`config.mk`:
```
export PLATFORM = sky130hd
export DESIGN_NAME = obi_integrity_top
export DESIGN_NICKNAME = d
export VERILOG_FILES = /design/src/bus_pkg.sv /design/src/integrity_pkg.sv /design/src/achk_encoder.sv /design/src/integrity_alert_regs.sv /design/src/obi_integrity_top.sv /design/src/rchk_checker.sv
export SDC_FILE = /design/constraint.sdc
export NUM_CORES = 1
export LEC_CHECK = 0
export BUFFER_PORTS_ARGS = -buffer_cell sky130_fd_sc_hd__buf_2
export CAP_MARGIN = 5
export CORE_AREA = 4 4 93 95
export CTS_BUF_LIST = sky130_fd_sc_hd__clkbuf_16
export DETAILED_ROUTE_END_ITERATION = 7
export DIE_AREA = 0 0 97 99
export GPL_ROUTABILITY_DRIVEN = 0
export MAX_ROUTING_LAYER = met4
export PLACE_DENSITY = 0.78
export SLEW_MARGIN = 20
export SYNTH_ARGS = -nofsm -noshare
export SYNTH_HDL_FRONTEND = slang
export SYNTH_SLANG_ARGS = --single-unit
```
`constraint.sdc`:
```
create_clock -name clk -period 3.75 [get_ports clk]
set_input_delay 0.1875 -clock clk [delete_from_list [all_inputs] [get_ports clk]]
set_output_delay 0.1875 -clock clk [all_outputs]
set_load 0.05 [all_outputs]
```
`src/bus_pkg.sv`:
```
//////////////////////////////
// Field widths and vector types of the two memory ports.
// The encoders, checkers and top level refer to these by
// scoped name.
//////////////////////////////

package bus_pkg;

  //////////////////////////////
  // Widths
  //////////////////////////////

  // Address and data path of both ports
  localparam int unsigned ADDR_W = 32;
  localparam int unsigned DATA_W = 32;

  // One byte enable per data byte
  localparam int unsigned BE_W = DATA_W / 8;

  // Protection covers privilege, data/instruction and the reserved bit
  localparam int unsigned PROT_W = 3;

  // Memory type is bufferable and cacheable
  localparam int unsigned MEMTYPE_W = 2;

  //////////////////////////////
  // Vector types
  //////////////////////////////

  // Byte address of a request
  typedef logic [ADDR_W-1:0] addr_t;

  // Write data on the request or read data on the response
  typedef logic [DATA_W-1:0] data_t;

  // Byte enables of a data request
  typedef logic [BE_W-1:0] be_t;

  // Protection attributes
  typedef logic [PROT_W-1:0] prot_t;

  // Memory type attributes
  typedef logic [MEMTYPE_W-1:0] memtype_t;

endpackage

```
`src/integrity_pkg.sv`:
```
//////////////////////////////
// Checksum widths, error classes and alert states of the
// bus integrity unit.
//////////////////////////////

package integrity_pkg;

  //////////////////////////////
  // Widths
  //////////////////////////////

  // Address-phase checksum, one bit per field group
  localparam int unsigned ACHK_W = 12;

  // Response checksum, four data bytes and the error bit
  localparam int unsigned RCHK_W = 5;

  // Reserved field group covered by address-phase checksum bit 7
  localparam int unsigned RSVD_W = 6;

  // Number of error classes reported to the register block
  localparam int unsigned N_ERR = 4;

  //////////////////////////////
  // Vector types
  //////////////////////////////

  typedef logic [ACHK_W-1:0] achk_t;
  typedef logic [RCHK_W-1:0] rchk_t;

  // One bit per error class, indexed by err_class_e
  typedef logic [N_ERR-1:0] err_vec_t;

  // Error classes, lowest code has the highest priority
  typedef enum logic [1:0] {
    ERR_INSTR_HS   = 2'd0,
    ERR_INSTR_RCHK = 2'd1,
    ERR_DATA_HS    = 2'd2,
    ERR_DATA_RCHK  = 2'd3
  } err_class_e;

  // Alert state machine
  typedef enum logic {
    ALERT_IDLE     = 1'b0,
    ALERT_CAPTURED = 1'b1
  } alert_state_e;

endpackage

```
`src/achk_encoder.sv`:
```
//////////////////////////////
// Request parity and address-phase checksum for one port.
// Purely combinational. Set HAS_WDATA to 0 for the fetch port,
// which then ignores we_i, be_i and wdata_i.
//////////////////////////////

module achk_encoder #(
  parameter bit HAS_WDATA = 1'b1
) (
  input  logic                  req_i,
  input  bus_pkg::addr_t        addr_i,
  input  bus_pkg::prot_t        prot_i,
  input  bus_pkg::memtype_t     memtype_i,
  input  logic                  dbg_i,
  input  logic                  we_i,
  input  bus_pkg::be_t          be_i,
  input  bus_pkg::data_t        wdata_i,
  output logic                  reqpar_o,
  output integrity_pkg::achk_t  achk_o
);

  // Field values that actually enter the checksum
  logic           we_s;
  bus_pkg::be_t   be_s;
  bus_pkg::data_t wdata_s;

  // Reserved group is always transmitted as zero
  logic [integrity_pkg::RSVD_W-1:0] rsvd;

  //////////////////////////////
  // Port specific fields
  //////////////////////////////

  if (HAS_WDATA) begin : g_data_port
    assign we_s    = we_i;
    assign be_s    = be_i;
    assign wdata_s = wdata_i;
  end else begin : g_fetch_port
    // A fetch is a full-word read with no write data
    assign we_s    = 1'b0;
    assign be_s    = '1;
    assign wdata_s = '0;
  end

  assign rsvd = '0;

  //////////////////////////////
  // Parity and checksum
  //////////////////////////////

  // Request parity is simply the inverted strobe
  assign reqpar_o = ~req_i;

  // Each checksum bit is the odd parity of one field group

  // Address bytes, least significant first
  assign achk_o[0] = ~^addr_i[7:0];
  assign achk_o[1] = ~^addr_i[15:8];
  assign achk_o[2] = ~^addr_i[23:16];
  assign achk_o[3] = ~^addr_i[31:24];

  // Attribute groups
  assign achk_o[4] = ~^{prot_i, memtype_i};
  assign achk_o[5] = ~^{be_s, we_s};
  assign achk_o[6] = ~^dbg_i;
  assign achk_o[7] = ~^rsvd;

  // Write data bytes, least significant first
  assign achk_o[8]  = ~^wdata_s[7:0];
  assign achk_o[9]  = ~^wdata_s[15:8];
  assign achk_o[10] = ~^wdata_s[23:16];
  assign achk_o[11] = ~^wdata_s[31:24];

endmodule

```
`src/integrity_alert_regs.sv`:
```
//////////////////////////////
// Configuration and status of the bus integrity unit.
// Holds the enable mask, sticky status and the first error
// cause, and raises the major alert on the first enabled error.
//////////////////////////////

module integrity_alert_regs (
  input  logic                        clk,
  input  logic                        rst_ni,
  input  integrity_pkg::err_vec_t     err_i,
  input  logic                        cfg_we_i,
  input  integrity_pkg::err_vec_t     cfg_mask_i,
  input  logic                        clr_i,
  output integrity_pkg::err_vec_t     mask_o,
  output integrity_pkg::err_vec_t     status_o,
  output integrity_pkg::err_class_e   first_cause_o,
  output logic                        alert_o
);

  integrity_pkg::err_vec_t     mask_q;
  integrity_pkg::err_vec_t     status_q;
  integrity_pkg::err_vec_t     status_d;
  integrity_pkg::err_vec_t     err_en;
  integrity_pkg::err_class_e   cause_q;
  integrity_pkg::err_class_e   cause_d;
  integrity_pkg::err_class_e   cause_sel;
  integrity_pkg::alert_state_e state_q;
  integrity_pkg::alert_state_e state_d;

  //////////////////////////////
  // Mask
  //////////////////////////////

  // A new mask applies to flags sampled after the write edge
  always_ff @(posedge clk or negedge rst_ni) begin
    if (!rst_ni) begin
      mask_q <= '1;
    end else if (cfg_we_i) begin
      mask_q <= cfg_mask_i;
    end
  end

  assign err_en = err_i & mask_q;

  //////////////////////////////
  // Status and first cause
  //////////////////////////////

  // Fixed priority, the lowest class code wins
  always_comb begin
    cause_sel = integrity_pkg::ERR_INSTR_HS;
    for (int i = integrity_pkg::N_ERR - 1; i >= 0; i--) begin
      if (err_en[i]) begin
        cause_sel = integrity_pkg::err_class_e'(i);
      end
    end
  end

  // Clear takes precedence over anything arriving at the same edge
  always_comb begin
    status_d = status_q | err_en;
    cause_d  = cause_q;
    state_d  = state_q;
    if (clr_i) begin
      status_d = '0;
      cause_d  = integrity_pkg::ERR_INSTR_HS;
      state_d  = integrity_pkg::ALERT_IDLE;
    end else begin
      case (state_q)
        integrity_pkg::ALERT_IDLE: begin
          if (|err_en) begin
            cause_d = cause_sel;
            state_d = integrity_pkg::ALERT_CAPTURED;
          end
        end
        // Later errors only add to the status
        integrity_pkg::ALERT_CAPTURED: begin
          state_d = integrity_pkg::ALERT_CAPTURED;
        end
        default: begin
          state_d = integrity_pkg::ALERT_IDLE;
        end
      endcase
    end
  end

  always_ff @(posedge clk or negedge rst_ni) begin
    if (!rst_ni) begin
      status_q <= '0;
      cause_q  <= integrity_pkg::ERR_INSTR_HS;
      state_q  <= integrity_pkg::ALERT_IDLE;
    end else begin
      status_q <= status_d;
      cause_q  <= cause_d;
      state_q  <= state_d;
    end
  end

  assign mask_o        = mask_q;
  assign status_o      = status_q;
  assign first_cause_o = cause_q;

  // Alert comes straight from the state register
  assign alert_o = (state_q == integrity_pkg::ALERT_CAPTURED);

endmodule

```
`src/obi_integrity_top.sv`:
```
//////////////////////////////
// Bus integrity unit for the fetch and data ports.
// Encodes request parity and checksum, checks the responses
// and reports errors through the alert register block.
//////////////////////////////

module obi_integrity_top (
  input  logic                       clk,
  input  logic                       rst_ni,

  // Instruction fetch port
  input  logic                       instr_req_i,
  input  bus_pkg::addr_t             instr_addr_i,
  input  bus_pkg::prot_t             instr_prot_i,
  input  bus_pkg::memtype_t          instr_memtype_i,
  input  logic                       instr_dbg_i,
  input  logic                       instr_gnt_i,
  input  logic                       instr_gntpar_i,
  input  logic                       instr_rvalid_i,
  input  logic                       instr_rvalidpar_i,
  input  bus_pkg::data_t             instr_rdata_i,
  input  logic                       instr_err_i,
  input  integrity_pkg::rchk_t       instr_rchk_i,
  output logic                       instr_reqpar_o,
  output integrity_pkg::achk_t       instr_achk_o,

  // Data port
  input  logic                       data_req_i,
  input  logic                       data_we_i,
  input  bus_pkg::be_t               data_be_i,
  input  bus_pkg::addr_t             data_addr_i,
  input  bus_pkg::data_t             data_wdata_i,
  input  bus_pkg::prot_t             data_prot_i,
  input  bus_pkg::memtype_t          data_memtype_i,
  input  logic                       data_dbg_i,
  input  logic                       data_gnt_i,
  input  logic                       data_gntpar_i,
  input  logic                       data_rvalid_i,
  input  logic                       data_rvalidpar_i,
  input  bus_pkg::data_t             data_rdata_i,
  input  logic                       data_err_i,
  input  integrity_pkg::rchk_t       data_rchk_i,
  output logic                       data_reqpar_o,
  output integrity_pkg::achk_t       data_achk_o,

  // Configuration and status
  input  logic                       cfg_we_i,
  input  integrity_pkg::err_vec_t    cfg_mask_i,
  input  logic                       clr_i,
  output integrity_pkg::err_vec_t    mask_o,
  output integrity_pkg::err_vec_t    status_o,
  output integrity_pkg::err_class_e  first_cause_o,
  output logic                       alert_o
);

  logic                    instr_hs_err;
  logic                    instr_rchk_err;
  logic                    data_hs_err;
  logic                    data_rchk_err;
  integrity_pkg::err_vec_t err_vec;

  //////////////////////////////
  // Request side
  //////////////////////////////

  // The fetch encoder substitutes its own write fields
  achk_encoder #(.HAS_WDATA(1'b0)) i_instr_achk (
    .req_i     (instr_req_i),
    .addr_i    (instr_addr_i),
    .prot_i    (instr_prot_i),
    .memtype_i (instr_memtype_i),
    .dbg_i     (instr_dbg_i),
    .we_i      (1'b0),
    .be_i      ('1),
    .wdata_i   ('0),
    .reqpar_o  (instr_reqpar_o),
    .achk_o    (instr_achk_o)
  );

  achk_encoder #(.HAS_WDATA(1'b1)) i_data_achk (
    .req_i     (data_req_i),
    .addr_i    (data_addr_i),
    .prot_i    (data_prot_i),
    .memtype_i (data_memtype_i),
    .dbg_i     (data_dbg_i),
    .we_i      (data_we_i),
    .be_i      (data_be_i),
    .wdata_i   (data_wdata_i),
    .reqpar_o  (data_reqpar_o),
    .achk_o    (data_achk_o)
  );

  //////////////////////////////
  // Response side
  //////////////////////////////

  rchk_checker i_instr_rchk (
    .clk         (clk),
    .rst_ni      (rst_ni),
    .gnt_i       (instr_gnt_i),
    .gntpar_i    (instr_gntpar_i),
    .rvalid_i    (instr_rvalid_i),
    .rvalidpar_i (instr_rvalidpar_i),
    .rdata_i     (instr_rdata_i),
    .err_i       (instr_err_i),
    .rchk_i      (instr_rchk_i),
    .hs_err_o    (instr_hs_err),
    .rchk_err_o  (instr_rchk_err)
  );

  rchk_checker i_data_rchk (
    .clk         (clk),
    .rst_ni      (rst_ni),
    .gnt_i       (data_gnt_i),
    .gntpar_i    (data_gntpar_i),
    .rvalid_i    (data_rvalid_i),
    .rvalidpar_i (data_rvalidpar_i),
    .rdata_i     (data_rdata_i),
    .err_i       (data_err_i),
    .rchk_i      (data_rchk_i),
    .hs_err_o    (data_hs_err),
    .rchk_err_o  (data_rchk_err)
  );

  // Flags land on the bit of their class code
  assign err_vec[integrity_pkg::ERR_INSTR_HS]   = instr_hs_err;
  assign err_vec[integrity_pkg::ERR_INSTR_RCHK] = instr_rchk_err;
  assign err_vec[integrity_pkg::ERR_DATA_HS]    = data_hs_err;
  assign err_vec[integrity_pkg::ERR_DATA_RCHK]  = data_rchk_err;

  integrity_alert_regs i_alert_regs (
    .clk           (clk),
    .rst_ni        (rst_ni),
    .err_i         (err_vec),
    .cfg_we_i      (cfg_we_i),
    .cfg_mask_i    (cfg_mask_i),
    .clr_i         (clr_i),
    .mask_o        (mask_o),
    .status_o      (status_o),
    .first_cause_o (first_cause_o),
    .alert_o       (alert_o)
  );

endmodule

```
`src/rchk_checker.sv`:
```
//////////////////////////////
// Handshake parity and response checksum checker for one port.
// Both error flags are registered and stay high for one cycle
// per faulty sample.
//////////////////////////////

module rchk_checker (
  input  logic                  clk,
  input  logic                  rst_ni,
  input  logic                  gnt_i,
  input  logic                  gntpar_i,
  input  logic                  rvalid_i,
  input  logic                  rvalidpar_i,
  input  bus_pkg::data_t        rdata_i,
  input  logic                  err_i,
  input  integrity_pkg::rchk_t  rchk_i,
  output logic                  hs_err_o,
  output logic                  rchk_err_o
);

  // Expected values derived from the sampled bus signals
  logic                 gntpar_exp;
  logic                 rvalidpar_exp;
  integrity_pkg::rchk_t rchk_exp;

  // Unregistered error conditions
  logic hs_err_d;
  logic rchk_err_d;

  //////////////////////////////
  // Expected parity and checksum
  //////////////////////////////

  // Each strobe travels with its inverse
  assign gntpar_exp    = ~gnt_i;
  assign rvalidpar_exp = ~rvalid_i;

  // Read data bytes in the low bits, error bit on top
  assign rchk_exp[0] = ~^rdata_i[7:0];
  assign rchk_exp[1] = ~^rdata_i[15:8];
  assign rchk_exp[2] = ~^rdata_i[23:16];
  assign rchk_exp[3] = ~^rdata_i[31:24];
  assign rchk_exp[4] = ~^err_i;

  //////////////////////////////
  // Compare
  //////////////////////////////

  // Handshake parity is checked in every cycle, the strobes are always driven
  assign hs_err_d = (gntpar_i != gntpar_exp) || (rvalidpar_i != rvalidpar_exp);

  // The checksum only means something while a response is valid
  assign rchk_err_d = rvalid_i && (rchk_i != rchk_exp);

  always_ff @(posedge clk or negedge rst_ni) begin
    if (!rst_ni) begin
      hs_err_o   <= 1'b0;
      rchk_err_o <= 1'b0;
    end else begin
      hs_err_o   <= hs_err_d;
      rchk_err_o <= rchk_err_d;
    end
  end

endmodule
```
==> impl_metrics.yaml, run 1 <==
synthesis:
  async_flop_share_pct: 100
  synthDominantCellAreaShare_pct: 51.2
  synth-adder-area-share_pct: 0
  synthSimpleGateAreaFrac_pct: 3.05
  synth_area_leaders: "xnor2_1 (51%), dfrtp_1 (13%), xnor3_1 (10%)"
  synth_compound_area_share_pct: 4.49
  synth_top_family_by_area: "XOR/XNOR gates"
  synth_seq_cells: 15
  yosys.area.top_type: "xnor2_1"
  synth-seq-area-share_pct: 17.5
  synth_cells: 218
  synthTopCellsByCount: "xnor2_1 (127), xor2_1 (17), dfrtp_1 (11)"
  avgSynthCellArea_um2: 9.98
  synth_area_um2: 2170
  synth_ff_type: "dfrtp_1"
  synthMuxAreaShare_pct: 2.99
  yosysWarnings: 0
  ys_types: 20
  synth_most_common_cell: "xnor2_1"
  synth_edf_count: 0
  synth_xor_area_share_pct: 68.4
global_routing:
  grt.met2_usage_pct: 28.5
  met1_usage_pct: 13.3
  grt_most_used_layer: "met2"
  grt_util_met3_pct: 1.91
  grt_pass1_wl_um: 10800
  first_global_vias: 2583
  antenna_found_initial: 0
  grt.total_usage_pct: 13.8
  grt-ovfl-total: 0
  grt_max_degree: 16
pwr:
  finalPower_mw: 1.25
  seqPwrFrac_pct: 15.8
  p_per_area_nw_per_um2: 354
  ir_drop_mv: 0.220
  p_clk_share_pct: 16.3
  p_int_uw: 675
  cellLeakagePower_nw: 1.80
  p_sw_share_pct: 46.2
  p_sw_uw: 580
  p_comb_share_pct: 68.0
routing:
  drtIter0Drc: 18
  drt-wirelength-per-cell_um: 11.8
  drc: 0
  drtPass1Iterations: 4
  vias_per_cell: 4.08
  wl_um: 6610
  vias: 2284
  postRouteAntennaNets: 0
critical_path:
  crit_type: "reg -> reg"
  cp-start-kind: "register"
  cp.arrival_ns: 1.72
  cp_cell_sequence: "a222oi_1, a21oi_1, nor2_1, a22o_1"
  slowest_delay_ns: 0.56
  slowest_stage: "a222oi_1"
  worstPathMaxFanout: 4
  critical_path_required_ns: 3.93
  cp-end-kind: "register"
clocking:
  htreeDepth: 1
  cts_inserted_buffers: 3
  clockBufferDepth: 2
  clk_pin_slew_ns: 0.05
  cts_tree: "built"
  cts.root.buffer_cell: "clkbuf_16"
  cts_setup_buffers: 0
  cts_num_sinks: 15
  clock_latency_ns: 0.25
placement:
  hpwl_um: 6150
  port-buffer-count: 236
sta:
  slew_viol_final: 0
  worstMarginPinSlew_ns: 0.550
  finalSetupViolations: 0
  timing.final.crit_share_pct: 40.9
  period_needed_ns: 1.53
  rsz0062_at_grt: "false"
  slew_headroom_pct: 63.3
  fin_tns_setup_ns: 0
  max_freq_ghz: 0.652
  fin_worst_skew_ns: 0.000683
  hold_viol: 0
cells_and_area:
  drive_gt1_share_pct: 53.9
  fin_nets: 666
  diodes: 0
  area_growth_pct: 62.9
floorplan:
  die_h_um: 99
  initial_utilization_pct: 28.1
  core-area_um2: 7730
  io_pins: 244
  die_w_um: 97
  core.rowCount: 32
  dieArea_um2: 9600
run_status:
  status: "complete, no violations"
flow_run:
  max_cap_viol_count: 0
min_path:
  min_path_type: "in -> reg"
==> sequential cells by signal, indices dropped and copies added, names as in the netlist <==
name and count:
i_alert_regs.status_o 4, i_data_rchk.hs_err_o 1, i_alert_regs.alert_o 1, i_instr_rchk.rchk_err_o 1, i_instr_rchk.hs_err_o 1, i_data_rchk.rchk_err_o 1, i_alert_regs.first_cause_o 2, i_alert_regs.mask_o 4
==> what timing repair did <==
item,CTS,global route
endpoints found under the setup margin,0,0
hold buffers,1,0
resized for setup,0,0
endpoints found under the hold margin,11,0
==> metal layers <==
layer	share of wire [%]	up-vias	wire length [µm]
met5	0	-	0
met3	7.3	7	486
met2	61	106	4030
met1	31	1013	2020
met4	1.2	0	79
li1	-	1158	-
==> final timing paths <==
kind                       slack [ns]  cells past startpoint                                         to                                from
max                              2.22                      4  i_alert_regs.first_cause_o[1]$_DFFE_PN0P_    i_data_rchk.rchk_err_o$_DFF_PN0_
min                              0.16                      3             i_data_rchk.hs_err_o$_DFF_PN0_                    data_rvalidpar_i
max reg2reg                      2.22                      4  i_alert_regs.first_cause_o[1]$_DFFE_PN0P_    i_data_rchk.rchk_err_o$_DFF_PN0_
min reg2reg                      0.50                      2         i_alert_regs.status_o[1]$_DFF_PN0_  i_alert_regs.status_o[1]$_DFF_PN0_
max in group asynchronous        3.09                      2         i_alert_regs.mask_o[0]$_DFFE_PN1P_                              rst_ni
min in group asynchronous        0.37                      2         i_alert_regs.status_o[3]$_DFF_PN0_                              rst_ni
==> logic make-up (layout without fill, tap and decap cells) <==
group / count (synthesis) / in the layout
XOR/XNOR: 154 / 154
flip-flops: 15 / 15
AND/OR/NAND/NOR: 15 / 15
AO/OA/AOI/OAI: 14 / 14
buffers and inverters: 13 / 247
multiplexers: 6 / 6
other: 1 / 7
==> metrics by stage <==
| step | hold WS [ns] | instance area, µm² | instances | utilization, % | setup slack (ns) |
|---|---|---|---|---|---|
| after global routing | 0.176 | 3540 | 560 | 45.8 | 2.13 |
| final | 0.160 | 3540 | 560 | 45.8 | 2.22 |
| after detailed placement | 0.101 | 3450 | 555 | 44.7 | 2.34 |
| after floorplan | -0.108 | 2200 | 224 | - | 2.26 |
| after CTS | 0.164 | 3540 | 560 | 45.8 | 2.23 |
| after global placement | 0.110 | 3450 | 555 | 44.7 | 2.38 |
==> cells in the final DEF (no fill, tap or decap) <==
master / n
buf_2: 236
a22oi_1: 1
a41oi_1: 2
dfrtp_1: 11
clkbuf_16: 3
a32o_1: 1
a21oi_1: 7
dlygate4sd3_1: 1
xor2_1: 17
mux2i_1: 2
a22o_1: 2
mux2_2: 4
nand2_1: 7
inv_1: 7
a222oi_1: 1
nor2b_1: 1
xnor2_1: 127
nor2_1: 5
dfstp_2: 4
xnor3_1: 10
conb_1: 7
or2b_1: 2
==> power groups by stage <==
stage          Sequential, mW  Combinational, mW  Clock, mW
2_1_floorplan           0.240              0.582          0
3_3_place_gp            0.200              0.843          0
3_5_place_dp            0.200              0.857          0
4_1_cts                 0.198              0.862      0.205
5_1_grt                 0.200              0.911      0.215
6_report                0.198              0.853      0.204
==> layout make-up <==
cell class                 count  area [µm²]
fill                         742        4190
multi-input combinational    196        1740
timing repair buffer         237        1190
sequential                    15         380
tap                          102         128
clock buffer                   3        75.1
inverter                       6        22.5
clock inverter                 1        3.75
==> worst max-delay path: cells and delay by family (launching register included) <==
| kind | cells | cell delay [ns] |
|---|---|---|
| compound gates | 3 | 0.89 |
| flops | 1 | 0.41 |
| simple gates | 1 | 0.17 |
Note: power is estimated with default switching activity, not from simulation.
==> run 2, diff against run 1 <==
- CORE_AREA: 4 4 93 95 -> 4 4 92 94
- DIE_AREA: 0 0 97 99 -> 0 0 96 98
- PLACE_DENSITY: 0.78 -> 0.79
- clock period: 3.75 -> 1.5 ns (I/O delays scaled with it)
==> impl_metrics.yaml, run 2 (same netlist as run 1, synthesis figures left out) <==
run_status:
  status: "complete, no violations"
pwr:
  seqPwrFrac_pct: 15.7
  cellLeakagePower_nw: 1.80
  p_clk_share_pct: 16.5
  p_sw_mw: 1.46
  p_sw_share_pct: 46.3
  p_comb_share_pct: 67.8
  finalPower_mw: 3.15
  ir_drop_mv: 0.447
  p_per_area_nw_per_um2: 888
  p_int_mw: 1.69
clocking:
  clk_pin_slew_ns: 0.05
  htreeDepth: 1
  clock_latency_ns: 0.25
  clockBufferDepth: 2
  cts_tree: "built"
  ctsResizeCount: 0
  cts_inserted_buffers: 3
  cts.root.buffer_cell: "clkbuf_16"
  cts_num_sinks: 15
global_routing:
  first_global_vias: 2495
  met1_usage_pct: 13.2
  grt_most_used_layer: "met2"
  grt_max_degree: 16
  grt_util_met3_pct: 1.69
  grt-ovfl-total: 0
  grt_pass1_wl_um: 10100
  antenna_found_initial: 0
  grt.total_usage_pct: 13.5
  grt.met2_usage_pct: 26.9
sta:
  finalSetupViolations: 0
  timing.final.crit_share_pct: 87.4
  slew_viol_final: 0
  fin_tns_setup_ns: 0
  rsz0062_at_grt: "false"
  hold_viol: 0
  fin_worst_skew_ns: 0.00493
  period_needed_ns: 1.31
  timing.hold.ws_ns: 0.0487
  max_freq_ghz: 0.763
floorplan:
  core-area_um2: 7650
  die_h_um: 98
  io_pins: 244
  core.rowCount: 32
  dieArea_um2: 9410
  die_w_um: 96
  initial_utilization_pct: 28.4
cells_and_area:
  layout_commonest_cell: "buf_2"
  fin_area_um2: 3540
  final-seq-area_um2: 380
  diodes: 0
  fin_cells: 560
  final_cell_mix: "buf_2 (236), xnor2_1 (127), xor2_1 (17), dfrtp_1 (11), xnor3_1 (10)"
  drive_gt1_share_pct: 54.1
  fill_cells: 758
  multiInputGateArea_um2: 1740
  fin_nets: 666
  area_growth_pct: 62.9
critical_path:
  reg2reg_depth: 4
  crit_type: "reg -> reg"
  reg2reg_from: "i_data_rchk.rchk_err_o$_DFF_PN0_"
  cp-start-kind: "register"
  worst_r2r_endpoint: "i_alert_regs.first_cause_o[0]$_DFFE_PN0P_"
  r2r_slack_ns: 0.19
  worstPathMaxFanout: 4
  cp.arrival_ns: 1.50
  cp-end-kind: "register"
  critical_path_required_ns: 1.69
routing:
  drtIter0Drc: 31
  drt-wirelength-per-cell_um: 11.8
  drtPass1Iterations: 4
  postRouteAntennaNets: 0
  wl_um: 6590
  vias_per_cell: 4.11
  drc: 0
  vias: 2303
placement:
  port-buffer-count: 236
  hpwl_um: 6260
  dp.cells: 555
  placed_area_um2: 3450
flow_run:
  max_cap_viol_count: 0
min_path:
  hold_path_end: "i_data_rchk.hs_err_o$_DFF_PN0_"
  whs_path_depth: 3
  min_path_type: "in -> reg"
  hp-start: "data_rvalidpar_i"
run 2: cell types whose count changed in the layout (fill, tap and decap cells not counted):
cell / previous run / this run
clkinv_2: 0 / 1
inv_1: 7 / 6
run 2: power by group through the flow:
stage | clock network, mW | registers (mW) | logic (mW)
detailed placement | 0 | 0.498 | 2.15
global route | 0.545 | 0.499 | 2.28
CTS | 0.534 | 0.493 | 2.16
floorplan | 0 | 0.599 | 1.45
global placement | 0 | 0.495 | 2.12
finish | 0.520 | 0.493 | 2.13
run 2: stage by stage:
step,setup WS [ns],util [%]
after floorplan,0.0744,-
after global placement,0.219,45.2
after detailed placement,0.206,45.2
after CTS,0.185,46.3
after global routing,0.0487,46.3
final,0.189,46.3
run 2: repair_timing:
action / CTS / global route
setup buffers: 0 / 0
hold buffers: 1 / 0
endpoints found under the hold margin: 11 / 0
run 2: critical path, cell delays in order (launching register included):
cell	delay, ns
dfrtp_1	0.40
a222oi_1	0.44
a21oi_1	0.12
nor2_1	0.14
a22o_1	0.15
run 2: worst max path at each step:
stage | startpoint | to | slack (ns)
final | i_data_rchk.rchk_err_o$_DFF_PN0_ | i_alert_regs.first_cause_o[0]$_DFFE_PN0P_ | 0.19
after global routing | i_data_rchk.rchk_err_o$_DFF_PN0_ | i_alert_regs.first_cause_o[0]$_DFFE_PN0P_ | 0.05
after CTS | i_data_rchk.rchk_err_o$_DFF_PN0_ | i_alert_regs.first_cause_o[0]$_DFFE_PN0P_ | 0.18
after detailed placement | i_data_rchk.rchk_err_o$_DFF_PN0_ | i_alert_regs.first_cause_o[0]$_DFFE_PN0P_ | 0.21
after global placement | instr_rdata_i[26] | i_instr_rchk.rchk_err_o$_DFF_PN0_ | 0.22
after floorplan | i_alert_regs.mask_o[3]$_DFFE_PN1P_ | i_alert_regs.first_cause_o[1]$_DFFE_PN0P_ | 0.07
run 2: layout make-up:
cell class	count	area share, %
flip-flops and latches	15	10.7
clock buffers	3	2.12
repair buffers	237	33.6
inverters	6	0.636
well taps	102	3.60
clock inverters	1	0.141
multi-input cells	196	49.2
run 2: routing by layer:
layer | routed length (µm) | part of all wire, %
met2 | 3880 | 59
met5 | 0 | 0
met3 | 563 | 8.5
met4 | 89 | 1.4
met1 | 2060 | 31
